--- src/i2c_periph_pkg.sv ---
// shared types, reset defaults, register map offsets and bus structs for the i2c peripheral bridge
package i2c_periph_pkg;

  typedef logic [7:0]  data_t;      // mailbox, fifo and i2c byte
  typedef logic [11:0] apb_addr_t;  // apb byte address
  typedef logic [7:0]  reg_idx_t;   // register index as seen from i2c

  localparam int FIFO_DEPTH = 16;
  localparam int FIFO_AW    = 4;    // pointer width for FIFO_DEPTH entries

  typedef logic [FIFO_AW-1:0] ptr_t;
  typedef logic [FIFO_AW:0]   level_t;  // 0 .. FIFO_DEPTH

  localparam logic [6:0] DEF_DEV_ADDR  = 7'h6F;
  localparam data_t      DEF_DEBOUNCE  = 8'd20;
  localparam data_t      DEF_SCL_DELAY = 8'd20;
  localparam data_t      DEF_SDA_DELAY = 8'd8;

  // register map, i2c offsets; apb reaches each one at 4x
  typedef enum logic [7:0] {
    OFS_DEV_ADDR           = 8'h00,
    OFS_ENABLE             = 8'h01,
    OFS_DEBOUNCE           = 8'h02,
    OFS_SCL_DELAY          = 8'h03,
    OFS_SDA_DELAY          = 8'h04,
    OFS_MBOX_TO_APB        = 8'h10,
    OFS_MBOX_TO_APB_STATUS = 8'h11,
    OFS_MBOX_TO_I2C        = 8'h12,
    OFS_MBOX_TO_I2C_STATUS = 8'h13,
    OFS_FIFO_TO_APB_WDATA  = 8'h20,
    OFS_FIFO_TO_APB_RDATA  = 8'h21,
    OFS_FIFO_TO_APB_FLUSH  = 8'h22,
    OFS_FIFO_TO_APB_STATUS = 8'h23,
    OFS_FIFO_TO_I2C_WDATA  = 8'h30,
    OFS_FIFO_TO_I2C_RDATA  = 8'h31,
    OFS_FIFO_TO_I2C_FLUSH  = 8'h32,
    OFS_FIFO_TO_I2C_STATUS = 8'h33,
    OFS_I2C_IRQ_STATUS     = 8'h40,
    OFS_I2C_IRQ_ENABLE     = 8'h41,
    OFS_APB_IRQ_STATUS     = 8'h50,
    OFS_APB_IRQ_ENABLE     = 8'h51
  } reg_ofs_e;

  typedef struct packed {
    apb_addr_t   waddr;
    logic [31:0] wdata;
    logic        we;
    apb_addr_t   raddr;
    logic        rd_done;  // reader consumed the byte at raddr
  } apb_bus_t;

  typedef struct packed {
    reg_idx_t addr;     // shared by reads and writes
    data_t    wdata;
    logic     we;
    logic     rd_done;
  } i2c_bus_t;

  typedef struct packed {
    logic [6:0] dev_addr;
    logic       enable;
    data_t      debounce;
    data_t      scl_delay;
    data_t      sda_delay;
  } i2c_cfg_t;

  // read back as {level, full, empty}
  typedef struct packed {
    level_t level;
    logic   full;
    logic   empty;
  } fifo_stat_t;

  typedef struct packed {
    data_t to_apb_data;
    logic  to_apb_new;
    data_t to_i2c_data;
    logic  to_i2c_new;
  } mbox_stat_t;

  // apb only hits the map when the upper address bits are clear
  function automatic logic apb_in_map(input apb_addr_t addr);
    return addr[11:10] == 2'b00;
  endfunction

  function automatic reg_idx_t apb_index(input apb_addr_t addr);
    return addr[9:2];  // word aligned
  endfunction

endpackage

--- src/i2c_byte_fifo.sv ---
// 16-entry byte fifo between the two buses, decodes its own wdata, rdata and flush offsets
module i2c_byte_fifo (
  input  logic                       rst_i,         // clock
  input  logic                       clk_i,         // async reset, active high
  input  logic                       wr_bus_apb_i,  // 1: apb writes, i2c reads
  input  i2c_periph_pkg::apb_bus_t   apb_i,
  input  i2c_periph_pkg::i2c_bus_t   i2c_i,
  output i2c_periph_pkg::fifo_stat_t stat_o,
  output i2c_periph_pkg::data_t      head_o
);

  i2c_periph_pkg::reg_idx_t wdata_ofs, rdata_ofs, flush_ofs;
  logic apb_wr, apb_rd;
  logic wr_hit, rd_hit;
  i2c_periph_pkg::data_t wr_byte;

  logic push_q, pop_q, flush_q;
  i2c_periph_pkg::data_t push_data_q;
  i2c_periph_pkg::data_t mem [i2c_periph_pkg::FIFO_DEPTH];
  i2c_periph_pkg::ptr_t wptr_q, rptr_q;
  i2c_periph_pkg::level_t count_q;
  i2c_periph_pkg::fifo_stat_t stat_q;
  logic empty, full, do_push, do_pop;

  // offset base follows the direction tie
  assign wdata_ofs = wr_bus_apb_i ? i2c_periph_pkg::OFS_FIFO_TO_I2C_WDATA
                                  : i2c_periph_pkg::OFS_FIFO_TO_APB_WDATA;
  assign rdata_ofs = wr_bus_apb_i ? i2c_periph_pkg::OFS_FIFO_TO_I2C_RDATA
                                  : i2c_periph_pkg::OFS_FIFO_TO_APB_RDATA;
  assign flush_ofs = wr_bus_apb_i ? i2c_periph_pkg::OFS_FIFO_TO_I2C_FLUSH
                                  : i2c_periph_pkg::OFS_FIFO_TO_APB_FLUSH;

  assign apb_wr = apb_i.we && i2c_periph_pkg::apb_in_map(apb_i.waddr);
  assign apb_rd = apb_i.rd_done && i2c_periph_pkg::apb_in_map(apb_i.raddr);

  always_comb begin
    if (wr_bus_apb_i) begin
      wr_hit  = apb_wr && (i2c_periph_pkg::apb_index(apb_i.waddr) == wdata_ofs);
      wr_byte = apb_i.wdata[7:0];
      rd_hit  = i2c_i.rd_done && (i2c_i.addr == rdata_ofs);
    end else begin
      wr_hit  = i2c_i.we && (i2c_i.addr == wdata_ofs);
      wr_byte = i2c_i.wdata;
      rd_hit  = apb_rd && (i2c_periph_pkg::apb_index(apb_i.raddr) == rdata_ofs);
    end
  end

  assign empty   = (count_q == '0);
  assign full    = (count_q == i2c_periph_pkg::level_t'(i2c_periph_pkg::FIFO_DEPTH));
  assign do_push = push_q && !full;  // full drops the byte
  assign do_pop  = pop_q && !empty;

  always_ff @(posedge rst_i or posedge clk_i) begin
    if (clk_i) begin
      push_q  <= 1'b0;
      pop_q   <= 1'b0;
      flush_q <= 1'b0;
      wptr_q  <= '0;
      rptr_q  <= '0;
      count_q <= '0;
      stat_q  <= '{level: '0, full: 1'b0, empty: 1'b1};
    end else begin
      push_q <= wr_hit;
      pop_q  <= rd_hit;
      // either side may flush, apb wins a same-cycle clash
      if (apb_wr && i2c_periph_pkg::apb_index(apb_i.waddr) == flush_ofs) begin
        flush_q <= apb_i.wdata[0];
      end else if (i2c_i.we && i2c_i.addr == flush_ofs) begin
        flush_q <= i2c_i.wdata[0];
      end
      if (flush_q) begin  // held empty while flush is set
        wptr_q  <= '0;
        rptr_q  <= '0;
        count_q <= '0;
      end else begin
        if (do_push) wptr_q <= wptr_q + 1'b1;
        if (do_pop) rptr_q <= rptr_q + 1'b1;
        case ({do_push, do_pop})
          2'b10:   count_q <= count_q + 1'b1;
          2'b01:   count_q <= count_q - 1'b1;
          default: count_q <= count_q;
        endcase
      end
      stat_q <= '{level: count_q, full: full, empty: empty};  // one cycle behind count
    end
  end

  always_ff @(posedge rst_i) begin
    push_data_q <= wr_byte;
    if (do_push && !flush_q) mem[wptr_q] <= push_data_q;
  end

  assign stat_o = stat_q;
  assign head_o = empty ? '0 : mem[rptr_q];  // empty reads as zero

endmodule

--- src/i2c_periph_csr.sv ---
// configuration and interrupt registers plus the registered apb and i2c read ports
module i2c_periph_csr (
  input  logic                       rst_i,  // clock
  input  logic                       clk_i,  // async reset, active high
  input  i2c_periph_pkg::apb_bus_t   apb_i,
  input  i2c_periph_pkg::i2c_bus_t   i2c_i,
  input  i2c_periph_pkg::mbox_stat_t mbox_i,
  input  i2c_periph_pkg::fifo_stat_t to_apb_stat_i,
  input  i2c_periph_pkg::fifo_stat_t to_i2c_stat_i,
  input  i2c_periph_pkg::data_t      to_apb_head_i,
  input  i2c_periph_pkg::data_t      to_i2c_head_i,
  output logic [31:0]                apb_rdata_o,
  output i2c_periph_pkg::data_t      i2c_rdata_o,
  output i2c_periph_pkg::i2c_cfg_t   cfg_o,
  output logic                       i2c_irq_o,
  output logic                       apb_irq_o
);

  i2c_periph_pkg::i2c_cfg_t cfg_q;
  logic [2:0] i2c_irq_en_q, apb_irq_en_q;
  logic [2:0] i2c_irq_stat, apb_irq_stat;
  logic apb_wr;
  i2c_periph_pkg::reg_idx_t apb_widx, apb_ridx;
  i2c_periph_pkg::data_t apb_rd_mux, i2c_rd_mux;
  logic [31:0] apb_rdata_q;
  i2c_periph_pkg::data_t i2c_rdata_q;

  assign apb_wr   = apb_i.we && i2c_periph_pkg::apb_in_map(apb_i.waddr);
  assign apb_widx = i2c_periph_pkg::apb_index(apb_i.waddr);
  assign apb_ridx = i2c_periph_pkg::apb_index(apb_i.raddr);

  always_ff @(posedge rst_i or posedge clk_i) begin
    if (clk_i) begin
      cfg_q <= '{
        dev_addr:  i2c_periph_pkg::DEF_DEV_ADDR,
        enable:    1'b0,
        debounce:  i2c_periph_pkg::DEF_DEBOUNCE,
        scl_delay: i2c_periph_pkg::DEF_SCL_DELAY,
        sda_delay: i2c_periph_pkg::DEF_SDA_DELAY
      };
      i2c_irq_en_q <= '0;
      apb_irq_en_q <= '0;
    end else begin
      if (apb_wr) begin  // config is apb-only
        case (i2c_periph_pkg::reg_ofs_e'(apb_widx))
          i2c_periph_pkg::OFS_DEV_ADDR:       cfg_q.dev_addr  <= apb_i.wdata[6:0];
          i2c_periph_pkg::OFS_ENABLE:         cfg_q.enable    <= apb_i.wdata[0];
          i2c_periph_pkg::OFS_DEBOUNCE:       cfg_q.debounce  <= apb_i.wdata[7:0];
          i2c_periph_pkg::OFS_SCL_DELAY:      cfg_q.scl_delay <= apb_i.wdata[7:0];
          i2c_periph_pkg::OFS_SDA_DELAY:      cfg_q.sda_delay <= apb_i.wdata[7:0];
          i2c_periph_pkg::OFS_APB_IRQ_ENABLE: apb_irq_en_q    <= apb_i.wdata[2:0];
          default: ;
        endcase
      end
      if (i2c_i.we && i2c_i.addr == i2c_periph_pkg::OFS_I2C_IRQ_ENABLE) begin
        i2c_irq_en_q <= i2c_i.wdata[2:0];
      end
    end
  end

  // each side: own mailbox, data waiting for me, room toward the other side
  assign i2c_irq_stat = i2c_irq_en_q &
                        {~to_apb_stat_i.full, ~to_i2c_stat_i.empty, mbox_i.to_i2c_new};
  assign apb_irq_stat = apb_irq_en_q &
                        {~to_i2c_stat_i.full, ~to_apb_stat_i.empty, mbox_i.to_apb_new};

  // common map decode, own_rd_ofs selects which fifo head this side may see
  function automatic i2c_periph_pkg::data_t map_read(
    input i2c_periph_pkg::reg_idx_t idx,
    input i2c_periph_pkg::reg_idx_t own_rd_ofs,
    input i2c_periph_pkg::data_t    own_head
  );
    i2c_periph_pkg::data_t val;
    val = '0;
    if (idx == own_rd_ofs) begin
      val = own_head;
    end else begin
      case (i2c_periph_pkg::reg_ofs_e'(idx))
        i2c_periph_pkg::OFS_DEV_ADDR:           val = {1'b0, cfg_q.dev_addr};
        i2c_periph_pkg::OFS_ENABLE:             val = {7'b0, cfg_q.enable};
        i2c_periph_pkg::OFS_DEBOUNCE:           val = cfg_q.debounce;
        i2c_periph_pkg::OFS_SCL_DELAY:          val = cfg_q.scl_delay;
        i2c_periph_pkg::OFS_SDA_DELAY:          val = cfg_q.sda_delay;
        i2c_periph_pkg::OFS_MBOX_TO_APB:        val = mbox_i.to_apb_data;
        i2c_periph_pkg::OFS_MBOX_TO_APB_STATUS: val = {7'b0, mbox_i.to_apb_new};
        i2c_periph_pkg::OFS_MBOX_TO_I2C:        val = mbox_i.to_i2c_data;
        i2c_periph_pkg::OFS_MBOX_TO_I2C_STATUS: val = {7'b0, mbox_i.to_i2c_new};
        i2c_periph_pkg::OFS_FIFO_TO_APB_STATUS: val = {1'b0, to_apb_stat_i};
        i2c_periph_pkg::OFS_FIFO_TO_I2C_STATUS: val = {1'b0, to_i2c_stat_i};
        i2c_periph_pkg::OFS_I2C_IRQ_STATUS:     val = {5'b0, i2c_irq_stat};
        i2c_periph_pkg::OFS_I2C_IRQ_ENABLE:     val = {5'b0, i2c_irq_en_q};
        i2c_periph_pkg::OFS_APB_IRQ_STATUS:     val = {5'b0, apb_irq_stat};
        i2c_periph_pkg::OFS_APB_IRQ_ENABLE:     val = {5'b0, apb_irq_en_q};
        default:                                val = '0;  // wdata ports, flush, holes
      endcase
    end
    return val;
  endfunction

  always_comb begin
    apb_rd_mux = '0;
    if (i2c_periph_pkg::apb_in_map(apb_i.raddr)) begin
      apb_rd_mux = map_read(apb_ridx, i2c_periph_pkg::OFS_FIFO_TO_APB_RDATA, to_apb_head_i);
    end
    i2c_rd_mux = map_read(i2c_i.addr, i2c_periph_pkg::OFS_FIFO_TO_I2C_RDATA, to_i2c_head_i);
  end

  always_ff @(posedge rst_i or posedge clk_i) begin
    if (clk_i) begin
      apb_rdata_q <= '0;
      i2c_rdata_q <= '0;
    end else begin
      apb_rdata_q <= {24'b0, apb_rd_mux};  // one cycle after raddr
      i2c_rdata_q <= i2c_rd_mux;
    end
  end

  assign apb_rdata_o = apb_rdata_q;
  assign i2c_rdata_o = i2c_rdata_q;
  assign cfg_o       = cfg_q;
  assign i2c_irq_o   = |i2c_irq_stat;
  assign apb_irq_o   = |apb_irq_stat;

endmodule

--- src/i2c_periph_mailbox.sv ---
// one-byte mailboxes in both directions with their new-message flags
module i2c_periph_mailbox (
  input  logic                       rst_i,  // clock
  input  logic                       clk_i,  // async reset, active high
  input  i2c_periph_pkg::apb_bus_t   apb_i,
  input  i2c_periph_pkg::i2c_bus_t   i2c_i,
  output i2c_periph_pkg::mbox_stat_t stat_o
);

  logic to_apb_wr, to_apb_rd;
  logic to_i2c_wr, to_i2c_rd;
  logic to_apb_new_q, to_i2c_new_q;
  i2c_periph_pkg::data_t to_apb_data_q, to_i2c_data_q;

  // i2c posts to apb at 0x10, apb consumes it at 4x that
  assign to_apb_wr = i2c_i.we && (i2c_i.addr == i2c_periph_pkg::OFS_MBOX_TO_APB);
  assign to_apb_rd = apb_i.rd_done && i2c_periph_pkg::apb_in_map(apb_i.raddr) &&
                     (i2c_periph_pkg::apb_index(apb_i.raddr) == i2c_periph_pkg::OFS_MBOX_TO_APB);

  // and the other way round at 0x12
  assign to_i2c_wr = apb_i.we && i2c_periph_pkg::apb_in_map(apb_i.waddr) &&
                     (i2c_periph_pkg::apb_index(apb_i.waddr) == i2c_periph_pkg::OFS_MBOX_TO_I2C);
  assign to_i2c_rd = i2c_i.rd_done && (i2c_i.addr == i2c_periph_pkg::OFS_MBOX_TO_I2C);

  always_ff @(posedge rst_i or posedge clk_i) begin
    if (clk_i) begin
      to_apb_new_q <= 1'b0;
      to_i2c_new_q <= 1'b0;
    end else begin
      if (to_apb_wr) to_apb_new_q <= 1'b1;  // a new write beats a same-cycle read
      else if (to_apb_rd) to_apb_new_q <= 1'b0;
      if (to_i2c_wr) to_i2c_new_q <= 1'b1;
      else if (to_i2c_rd) to_i2c_new_q <= 1'b0;
    end
  end

  // message bytes
  always_ff @(posedge rst_i) begin
    if (to_apb_wr) to_apb_data_q <= i2c_i.wdata;
    if (to_i2c_wr) to_i2c_data_q <= apb_i.wdata[7:0];
  end

  assign stat_o = '{
    to_apb_data: to_apb_data_q,
    to_apb_new:  to_apb_new_q,
    to_i2c_data: to_i2c_data_q,
    to_i2c_new:  to_i2c_new_q
  };

endmodule

--- src/i2c_periph_top.sv ---
// top of the apb to i2c register bridge, wires config block, mailboxes and both fifos
module i2c_periph_top (
  input  logic                     rst_i,  // clock
  input  logic                     clk_i,  // async reset, active high
  input  i2c_periph_pkg::apb_bus_t apb_i,
  input  i2c_periph_pkg::i2c_bus_t i2c_i,
  output logic [31:0]              apb_rdata_o,
  output i2c_periph_pkg::data_t    i2c_rdata_o,
  output i2c_periph_pkg::i2c_cfg_t cfg_o,
  output logic                     i2c_irq_o,
  output logic                     apb_irq_o
);

  i2c_periph_pkg::mbox_stat_t mbox_stat;
  i2c_periph_pkg::fifo_stat_t to_apb_stat, to_i2c_stat;
  i2c_periph_pkg::data_t to_apb_head, to_i2c_head;

  i2c_periph_mailbox u_mailbox (
    .rst_i (rst_i),
    .clk_i (clk_i),
    .apb_i (apb_i),
    .i2c_i (i2c_i),
    .stat_o(mbox_stat)
  );

  // i2c writes, apb reads
  i2c_byte_fifo u_fifo_to_apb (
    .rst_i       (rst_i),
    .clk_i       (clk_i),
    .wr_bus_apb_i(1'b0),
    .apb_i       (apb_i),
    .i2c_i       (i2c_i),
    .stat_o      (to_apb_stat),
    .head_o      (to_apb_head)
  );

  // apb writes, i2c reads
  i2c_byte_fifo u_fifo_to_i2c (
    .rst_i       (rst_i),
    .clk_i       (clk_i),
    .wr_bus_apb_i(1'b1),
    .apb_i       (apb_i),
    .i2c_i       (i2c_i),
    .stat_o      (to_i2c_stat),
    .head_o      (to_i2c_head)
  );

  i2c_periph_csr u_csr (
    .rst_i        (rst_i),
    .clk_i        (clk_i),
    .apb_i        (apb_i),
    .i2c_i        (i2c_i),
    .mbox_i       (mbox_stat),
    .to_apb_stat_i(to_apb_stat),
    .to_i2c_stat_i(to_i2c_stat),
    .to_apb_head_i(to_apb_head),
    .to_i2c_head_i(to_i2c_head),
    .apb_rdata_o  (apb_rdata_o),
    .i2c_rdata_o  (i2c_rdata_o),
    .cfg_o        (cfg_o),
    .i2c_irq_o    (i2c_irq_o),
    .apb_irq_o    (apb_irq_o)
  );

endmodule

--- config.mk ---
export PLATFORM = sky130hd
export DESIGN_NAME = i2c_periph_top
export DESIGN_NICKNAME = d
export VERILOG_FILES = /design/src/i2c_periph_pkg.sv /design/src/i2c_byte_fifo.sv /design/src/i2c_periph_csr.sv /design/src/i2c_periph_mailbox.sv /design/src/i2c_periph_top.sv
export SDC_FILE = /design/constraint.sdc
export NUM_CORES = 1
export LEC_CHECK = 0
export ABC_AREA = 1
export BUFFER_PORTS_ARGS = -buffer_cell sky130_fd_sc_hd__buf_4
export CAP_MARGIN = 15
export CORE_ASPECT_RATIO = 0.9
export CORE_MARGIN = 2
export CORE_UTILIZATION = 55
export CTS_BUF_LIST = sky130_fd_sc_hd__clkbuf_2 sky130_fd_sc_hd__clkbuf_4 sky130_fd_sc_hd__clkbuf_8
export DETAILED_ROUTE_END_ITERATION = 7
export PLACE_DENSITY_LB_ADDON = 0.3
export SLEW_MARGIN = 10
export SYNTH_ARGS = -nofsm -noshare
export SYNTH_HDL_FRONTEND = slang
export SYNTH_SLANG_ARGS = --single-unit
--- constraint.sdc ---
create_clock -name rst_i -period 5.9 [get_ports rst_i]
set_input_delay 0 -clock rst_i [delete_from_list [all_inputs] [get_ports rst_i]]
set_output_delay 0 -clock rst_i [all_outputs]
set_load 0.005 [all_outputs]
Word-level counts from Yosys, hierarchy flattened
Memories as Yosys holds them, arrays and structs flattened.
Index checks and enable logic that the tools add are counted.

operators by class
  add/sub/neg operators = 8
  equal/unequal tests = 48
  mux-type cells = 31
  bitwise operators = 6
  reductions and logical operators = 52

operators with widths
  kind                 number
  $pmux 8 s15          2
  $eq 8x6->1 const B   12
  $eq 8x5->1 const B   9
  $eq 8x7->1 const B   9
  $eq 8x2->1 const B   6
  $mux 8               5
  $mux 4               8
  $eq 8x1->1 const B   3
  $eq 8x3->1 const B   3
  $logic_not 8->1      3
  $logic_and 1x1->1    21
  $pmux 5 s2           2
  $add 4x1->4 const B  4
  $reduce_bool 2->1    8
  $mux 1               12
  $reduce_and 2->1     6
  $add 5x1->5 const B  2
  $eq 5x5->1 const B   2
  $logic_not 5->1      2
  $mux 5               2
  $sub 5x1->5 const B  2
  $and 3x3->3          2
  $logic_not 1->1      6
  $reduce_bool 3->1    2
  5 further kinds      12

word-level totals
  register bits = 134
  memory bits (writable) = 256
  output and inout bits = 74
  memories kept = 2

memories
  name               depth  width  read ports  clocked after memory_dff  write ports  RTL line             source
  u_fifo_to_apb.mem  16     8      1           0                         1            i2c_byte_fifo.sv:19  i2c_periph_pkg::data_t mem [i2c_periph_pkg::FIFO_DEPTH];
  u_fifo_to_i2c.mem  16     8      1           0                         1            i2c_byte_fifo.sv:19

Logic depth before layout (Yosys ltp)
  depth in word-level cells = 6
  gate-level depth with buffers = 17

By module
Synthesis repeated with hierarchy kept, for this count alone.

unflattened totals
  cells, all modules = 1798
  area, all modules = 17849.6 µm²

modules (own cells, without submodules)
  module                          times used  cells each  area an instance (µm²)  sequential area each (µm²)
  i2c_byte_fifo at u_fifo_to_apb  1           578         6652.6                  4580.6
  i2c_byte_fifo at u_fifo_to_i2c  1           561         6592.6                  4580.6
  i2c_periph_csr                  1           587         3847.4                  1365.1
  i2c_periph_mailbox              1           70          749.5                   530.5
  i2c_periph_top                  1           2           7.5                     0.0

Worst setup path after synthesis
No wires, ideal clock.

  kind = register -> register
  from = register u_fifo_to_i2c.count_q[1]
  to = register u_fifo_to_i2c.count_q[4]
  data arrival time = 2124 ps
  path slack = 3650 ps
  stages on the path, launching flop included = 15
  path buffers = 0
  clock period less this slack = 2250 ps
  cells stage by stage = dfrtp_1 nor4_2 nand2_1 nand2_1 inv_1 ha_1 xor2_1 ha_1 a21o_1 nand2_1 nand2_1 nand2_1 nand3b_1 nand3_1 o21ai_0

between the ends
  longest elaborated chain between the ends = 6
  elaborated cells between the ends (all ways) = 13
  those cells by class = 2 x add/sub; 3 x eq/ne; 2 x mux; 6 x reduce/logical

RTL lines
  element                                               RTL line                                  source
  start, declared                                       i2c_byte_fifo.sv:21                       i2c_periph_pkg::level_t count_q;
  start signal, assigned                                i2c_byte_fifo.sv:79                       2'b10: count_q <= count_q + 1'b1;
  start signal, assigned                                i2c_byte_fifo.sv:80                       2'b01: count_q <= count_q - 1'b1;
  start signal, assigned                                i2c_byte_fifo.sv:81                       default: count_q <= count_q;
  $eq 5x5->1 / $logic_not 5->1 (equally long branches)  i2c_byte_fifo.sv:49, i2c_byte_fifo.sv:48
  $logic_not 1->1 (on tied branches)                    i2c_byte_fifo.sv:50, i2c_byte_fifo.sv:51
  $logic_and 1x1->1 (on tied branches)                  i2c_byte_fifo.sv:50, i2c_byte_fifo.sv:51
  $eq 2x1->1 / $eq 2x2->1 (equally long branches)       i2c_byte_fifo.sv:78                       case ({do_push, do_pop})
  $pmux 5 s2                                            i2c_byte_fifo.sv:78
  $mux 5                                                i2c_byte_fifo.sv:71                       if (flush_q) begin

Parallel ways exist; a longest one is shown, timed or not.
A chain may end at the register's enable or synchronous reset.

Final worst setup path
  from = input apb_i[56] (netlist bit)
  to = register u_fifo_to_apb.flush_q

between the ends
  longest elaborated chain between the ends = 4
  elaborated cells between the ends (all ways) = 5
  those cells by class = 1 x mux; 4 x reduce/logical

RTL lines
  element                                             RTL line              source
  start, declared                                     i2c_periph_top.sv:5   input i2c_periph_pkg::apb_bus_t apb_i,
  $logic_not 2->1 (*)                                 i2c_periph_pkg.sv:83  return addr[11:10] == 2'b00;
  $logic_and 1x1->1 (*)                               i2c_byte_fifo.sv:33   assign apb_wr = apb_i.we && i2c_periph_pkg::apb_in_map(apb_i.waddr);
  $logic_and 1x1->1 (*)                               i2c_byte_fifo.sv:66   if (apb_wr && i2c_periph_pkg::apb_index(apb_i.waddr) == flush_ofs) begin
  $mux 1 / $reduce_bool 2->1 (equally long branches)  --
  end signal, assigned                                i2c_byte_fifo.sv:67   flush_q <= apb_i.wdata[0];
  end signal, assigned                                i2c_byte_fifo.sv:69   flush_q <= i2c_i.wdata[0];
  end, declared                                       i2c_byte_fifo.sv:17   logic push_q, pop_q, flush_q;

Mark *: on every way between the ends. The rest lies on a longest branch, timed or not.

==> load_flow_metrics.sql <==
INSERT INTO impl_metrics (metric_group, metric, value, unit) VALUES
('global_route', 'grt_pass1_vias', '12300', ''),
('critical_path', 'setup.worst_path.start', 'apb_i[56]', ''),
('yosys', 'netlist_area_before_placement', '17400', 'um^2'),
('yosys', 'ys_types', '43', ''),
('power', 'sequential_group_share_of_total_power', '54.3', '%'),
('yosys', 'synth.largest_area_cell', 'sky130_fd_sc_hd__edfxtp_1', ''),
('worst_hold_path', 'worst_hold_startpoint', 'i2c_i[12]', ''),
('floorplan', 'floorplan.io_pins', '152', ''),
('global_route', 'first_pass_grt_wire_length', '67400', 'um'),
('global_route', 'overflow', '0', ''),
('floorplan', 'placement_rows', '61', ''),
('placed_design', 'placed_instance_area', '18300', 'um^2'),
('critical_path', 'critPathMaxFanout', '3', ''),
('final_layout', 'drive_gt1_share', '13.8', '%'),
('power', 'power.switching', '1.18', 'mW'),
('yosys', 'synthArstFlopShare', '26.2', '%'),
('worst_hold_path', 'timing.hold.worst.class', 'primary input to register', ''),
('yosys', 'synth_compound_gate_area_share', '6.66', '%'),
('power', 'power.share.clock', '42.9', '%'),
('flow_run', 'max_cap_violations', '0', ''),
('critical_path', 'regToRegStartpoint', 'u_fifo_to_apb.rptr_q[1]', ''),
('power', 'leakage', '8.36', 'nW'),
('global_route', 'grt_start_max_net_pins', '82', ''),
('power', 'combPwrFrac', '2.8', '%'),
('critical_path', 'worstSetupPathType', 'primary input to register', ''),
('placed_design', 'port_buffers', '99', ''),
('drt', 'route.detailed.vias_per_inst', '5.53', ''),
('yosys', 'ys_seq_elements', '390', ''),
('cts', 'cts_max_level', '2', ''),
('cts', 'cts_tree', 'built', ''),
('power', 'power_report.internal_total', '4.33', 'mW'),
('sta', 'tns', '0', 'ns'),
('drt', 'drt_drc_violations_left', '0', ''),
('yosys', 'yosys_most_used_dff', 'sky130_fd_sc_hd__edfxtp_1', ''),
('floorplan', 'start_util', '56.1', '%'),
('yosys', 'synth_xor_area_share', '0.402', '%'),
('yosys', 'synth_simple_gate_area_share', '22.8', '%'),
('sta', 'timing_worst_slew_pin_value', '1.13', 'ns'),
('power', 'sw_frac_of_total', '21.4', '%'),
('drt', 'drt_first_pass_iters', '5', ''),
('cts', 'max-clock-path-buffers', '3', ''),
('power', 'power.density', '273', 'nW/um^2'),
('sta', 'finalWorstPathRequiredPeriod', '3.20', 'ns'),
('final_layout', 'synthToLayoutAreaGrowth', '15.9', '%'),
('sta', 'rsz0062_at_grt', 'no', ''),
('sta', 'timing.max_slew.rel_slack', '24.3', '%'),
('yosys', 'synth_edf_count', '272', ''),
('yosys', 'avgSynthCellArea', '9.96', 'um^2'),
('yosys', 'synth-adder-area-share', '1.29', '%'),
('cts', 'cts_made_buffers', '60', ''),
('cts', 'cts_setup_buffers', '0', ''),
('critical_path', 'cp_data_required_time', '6.46', 'ns'),
('drt', 'route.vias.total', '13100', ''),
('final_layout', 'fin_nets', '2014', ''),
('floorplan', 'chipHeight', '173', 'um'),
('run_status', 'run_status', 'finished, final reports clean', ''),
('yosys', 'yosys-top-cells-area', 'sky130_fd_sc_hd__edfxtp_1 (47%), sky130_fd_sc_hd__dfrtp_1 (13%), sky130_fd_sc_hd__nand2_1 (9.4%)', ''),
('critical_path', 'endpoint_kind', 'register', ''),
('yosys', 'synth.mux.area_fraction', '0', '%'),
('yosys', 'gate_count_of_the_mapped_netlist', '1751', ''),
('yosys', 'synth_top_area_share', '46.8', '%'),
('global_route', 'grt_antenna_before_repair', '0', ''),
('sta', 'final_period_utilization', '54.2', '%'),
('sta', 'setup_viol_count_final', '0', ''),
('cts', 'clk_pin_slew_worst_paths', '0.07', 'ns'),
('final_layout', 'insertedDiodeCount', '0', ''),
('cts', 'source_to_sink_clock_delay_at_the_later_pin_of_the_worst_skew_pair', '0.62', 'ns'),
('floorplan', 'die_area', '33200', 'um^2'),
('cts', 'clock_tree.root_cell', 'sky130_fd_sc_hd__clkbuf_8', ''),
('floorplan', 'chipWidth', '192', 'um'),
('sta', 'report.final.slew_viol_count', '0', '');
-- per-layer routing --
layer | GRT usage (%) | wire length (um)
met1 | 38.7 | 18800
met2 | 41.0 | 20200
met3 | 4.65 | 3650
met4 | 8.43 | 1130
met5 | 0 | 0
-- registers in the layout, summed over array words and instances (netlist names), 4 cells and up --
register	flops
u_csr.apb_rdata_o	8
u_csr.cfg_o	32
u_csr.i2c_rdata_o	8
u_fifo_to_apb.count_q	5
u_fifo_to_apb.mem	128
u_fifo_to_apb.push_data_q	8
u_fifo_to_apb.rptr_q	4
u_fifo_to_apb.stat_o	7
u_fifo_to_apb.wptr_q	4
u_fifo_to_i2c.count_q	5
u_fifo_to_i2c.mem	128
u_fifo_to_i2c.push_data_q	8
u_fifo_to_i2c.rptr_q	4
u_fifo_to_i2c.stat_o	7
u_fifo_to_i2c.wptr_q	4
u_mailbox.to_apb_data_q	8
u_mailbox.to_i2c_data_q	8
-- Yosys cell counts (13+ instances only) --
master / count
sky130_fd_sc_hd__nor3_1: 16
sky130_fd_sc_hd__o21ai_0: 133
sky130_fd_sc_hd__buf_4: 36
sky130_fd_sc_hd__nand2_1: 435
sky130_fd_sc_hd__clkbuf_1: 16
sky130_fd_sc_hd__dfrtp_1: 89
sky130_fd_sc_hd__ha_1: 18
sky130_fd_sc_hd__nand4_1: 15
sky130_fd_sc_hd__edfxtp_1: 272
sky130_fd_sc_hd__nand3_1: 192
sky130_fd_sc_hd__buf_2: 20
sky130_fd_sc_hd__nor2_1: 231
sky130_fd_sc_hd__a21oi_1: 17
sky130_fd_sc_hd__inv_1: 106
sky130_fd_sc_hd__dfxtp_1: 16
sky130_fd_sc_hd__dfstp_2: 13
sky130_fd_sc_hd__o211ai_1: 37
-- repair_timing --
item	CTS	global route
endpoints found under the setup margin	0	0
endpoints found under the hold margin	120	0
resized for setup	0	0
hold buffers	59	0
-- final timing paths --
| path | end | slack (ns) | cells after the start |
|---|---|---|---|
| min in group asynchronous | u_mailbox.to_apb_new_q | 0.49 | 4 |
| max reg2reg | u_csr.apb_rdata_o[5] | 3.21 | 8 |
| min reg2reg | u_fifo_to_apb.stat_o[5] | 0.42 | 0 |
| max | u_fifo_to_apb.flush_q | 2.70 | 13 |
| max in group asynchronous | u_fifo_to_apb.rptr_q[0] | 4.00 | 5 |
| min | u_fifo_to_i2c.flush_q | 0.03 | 7 |
-- stage by stage --
| step | util, % | setup WS, ns | cells | hold WS (ns) | total power [mW] |
|---|---|---|---|---|---|
| 2_1_floorplan | - | 3.25 | 1774 | 0.0277 | 3.10 |
| 6_report | 65.1 | 2.70 | 2379 | 0.0260 | 5.52 |
| 3_3_place_gp | 59.0 | 3.28 | 2206 | -0.0275 | 3.17 |
| 5_1_grt | 65.1 | 2.47 | 2379 | 0.0326 | 5.68 |
| 4_1_cts | 65.1 | 2.79 | 2379 | 0.00422 | 5.54 |
| 3_5_place_dp | 59.0 | 3.22 | 2206 | -0.0251 | 3.18 |
-- layout make-up --
type,instances,area [um^2]
Sequential cell,390,11100
Fill cell,2425,10800
Multi-Input combinational cell,1183,5520
Timing Repair Buffer,165,1390
Clock buffer,84,1040
Tap cell,409,512
Inverter,118,445
Clock inverter,30,250
-- layout by cell type, fill, tap and decap left out, drive strengths merged --
| cell | instances |
|---|---|
| nand2 | 437 |
| edfxtp | 272 |
| nor2 | 250 |
| nand3 | 197 |
| o21ai | 144 |
| inv | 118 |
| buf | 106 |
| dfrtp | 89 |
| clkbuf | 84 |
| dlygate4sd3 | 59 |
| o211ai | 37 |
| clkinv | 25 |
| conb | 24 |
| nor3 | 19 |
| ha | 18 |
| a21oi | 17 |
| dfxtp | 16 |
| nand4 | 15 |
| dfstp | 13 |
| xor2 | 8 |
| bufinv | 4 |
| a21o | 2 |
| o22ai | 2 |
| a31oi | 2 |
| or3 | 2 |
| nand3b | 2 |
| nor4 | 2 |
| or2 | 2 |
| and3 | 1 |
| nor3b | 1 |
| o31ai | 1 |
| clkinvlp | 1 |
-- critical path: stages --
cell and delay [ns]:
sky130_fd_sc_hd__dlygate4sd3_1 0.54, sky130_fd_sc_hd__buf_4 0.13, sky130_fd_sc_hd__nor2_1 0.06, sky130_fd_sc_hd__dlygate4sd3_1 0.55, sky130_fd_sc_hd__nand2_1 0.07, sky130_fd_sc_hd__dlygate4sd3_1 0.60, sky130_fd_sc_hd__nor2_1 0.15, sky130_fd_sc_hd__nand3_1 0.14
sky130_fd_sc_hd__nor3_1 0.20, sky130_fd_sc_hd__dlygate4sd3_1 0.61, sky130_fd_sc_hd__nand2_1 0.06, sky130_fd_sc_hd__o31ai_1 0.06, sky130_fd_sc_hd__dlygate4sd3_1 0.58
-- logic make-up (layout without fill, tap and decap cells) --
family                   count (synthesis)  count (layout)
AO/OA/AOI/OAI                          205             205
adder cells (fa/ha/maj)                 18              18
other                                    1              24
AND/OR/NAND/NOR                        928             928
buffers and inverters                  201             397
flip-flops                             390             390
XOR/XNOR                                 8               8
-- power by group through the flow --
stage               Combinational [mW]  Clock, mW  Sequential, mW
floorplan                       0.0761          0            3.03
global route                     0.171       2.52            3.00
finish                           0.156       2.37            2.99
global placement                 0.126          0            3.05
CTS                              0.154       2.39            2.99
detailed placement               0.129          0            3.05
Note: power is estimated with default switching activity, not from simulation.
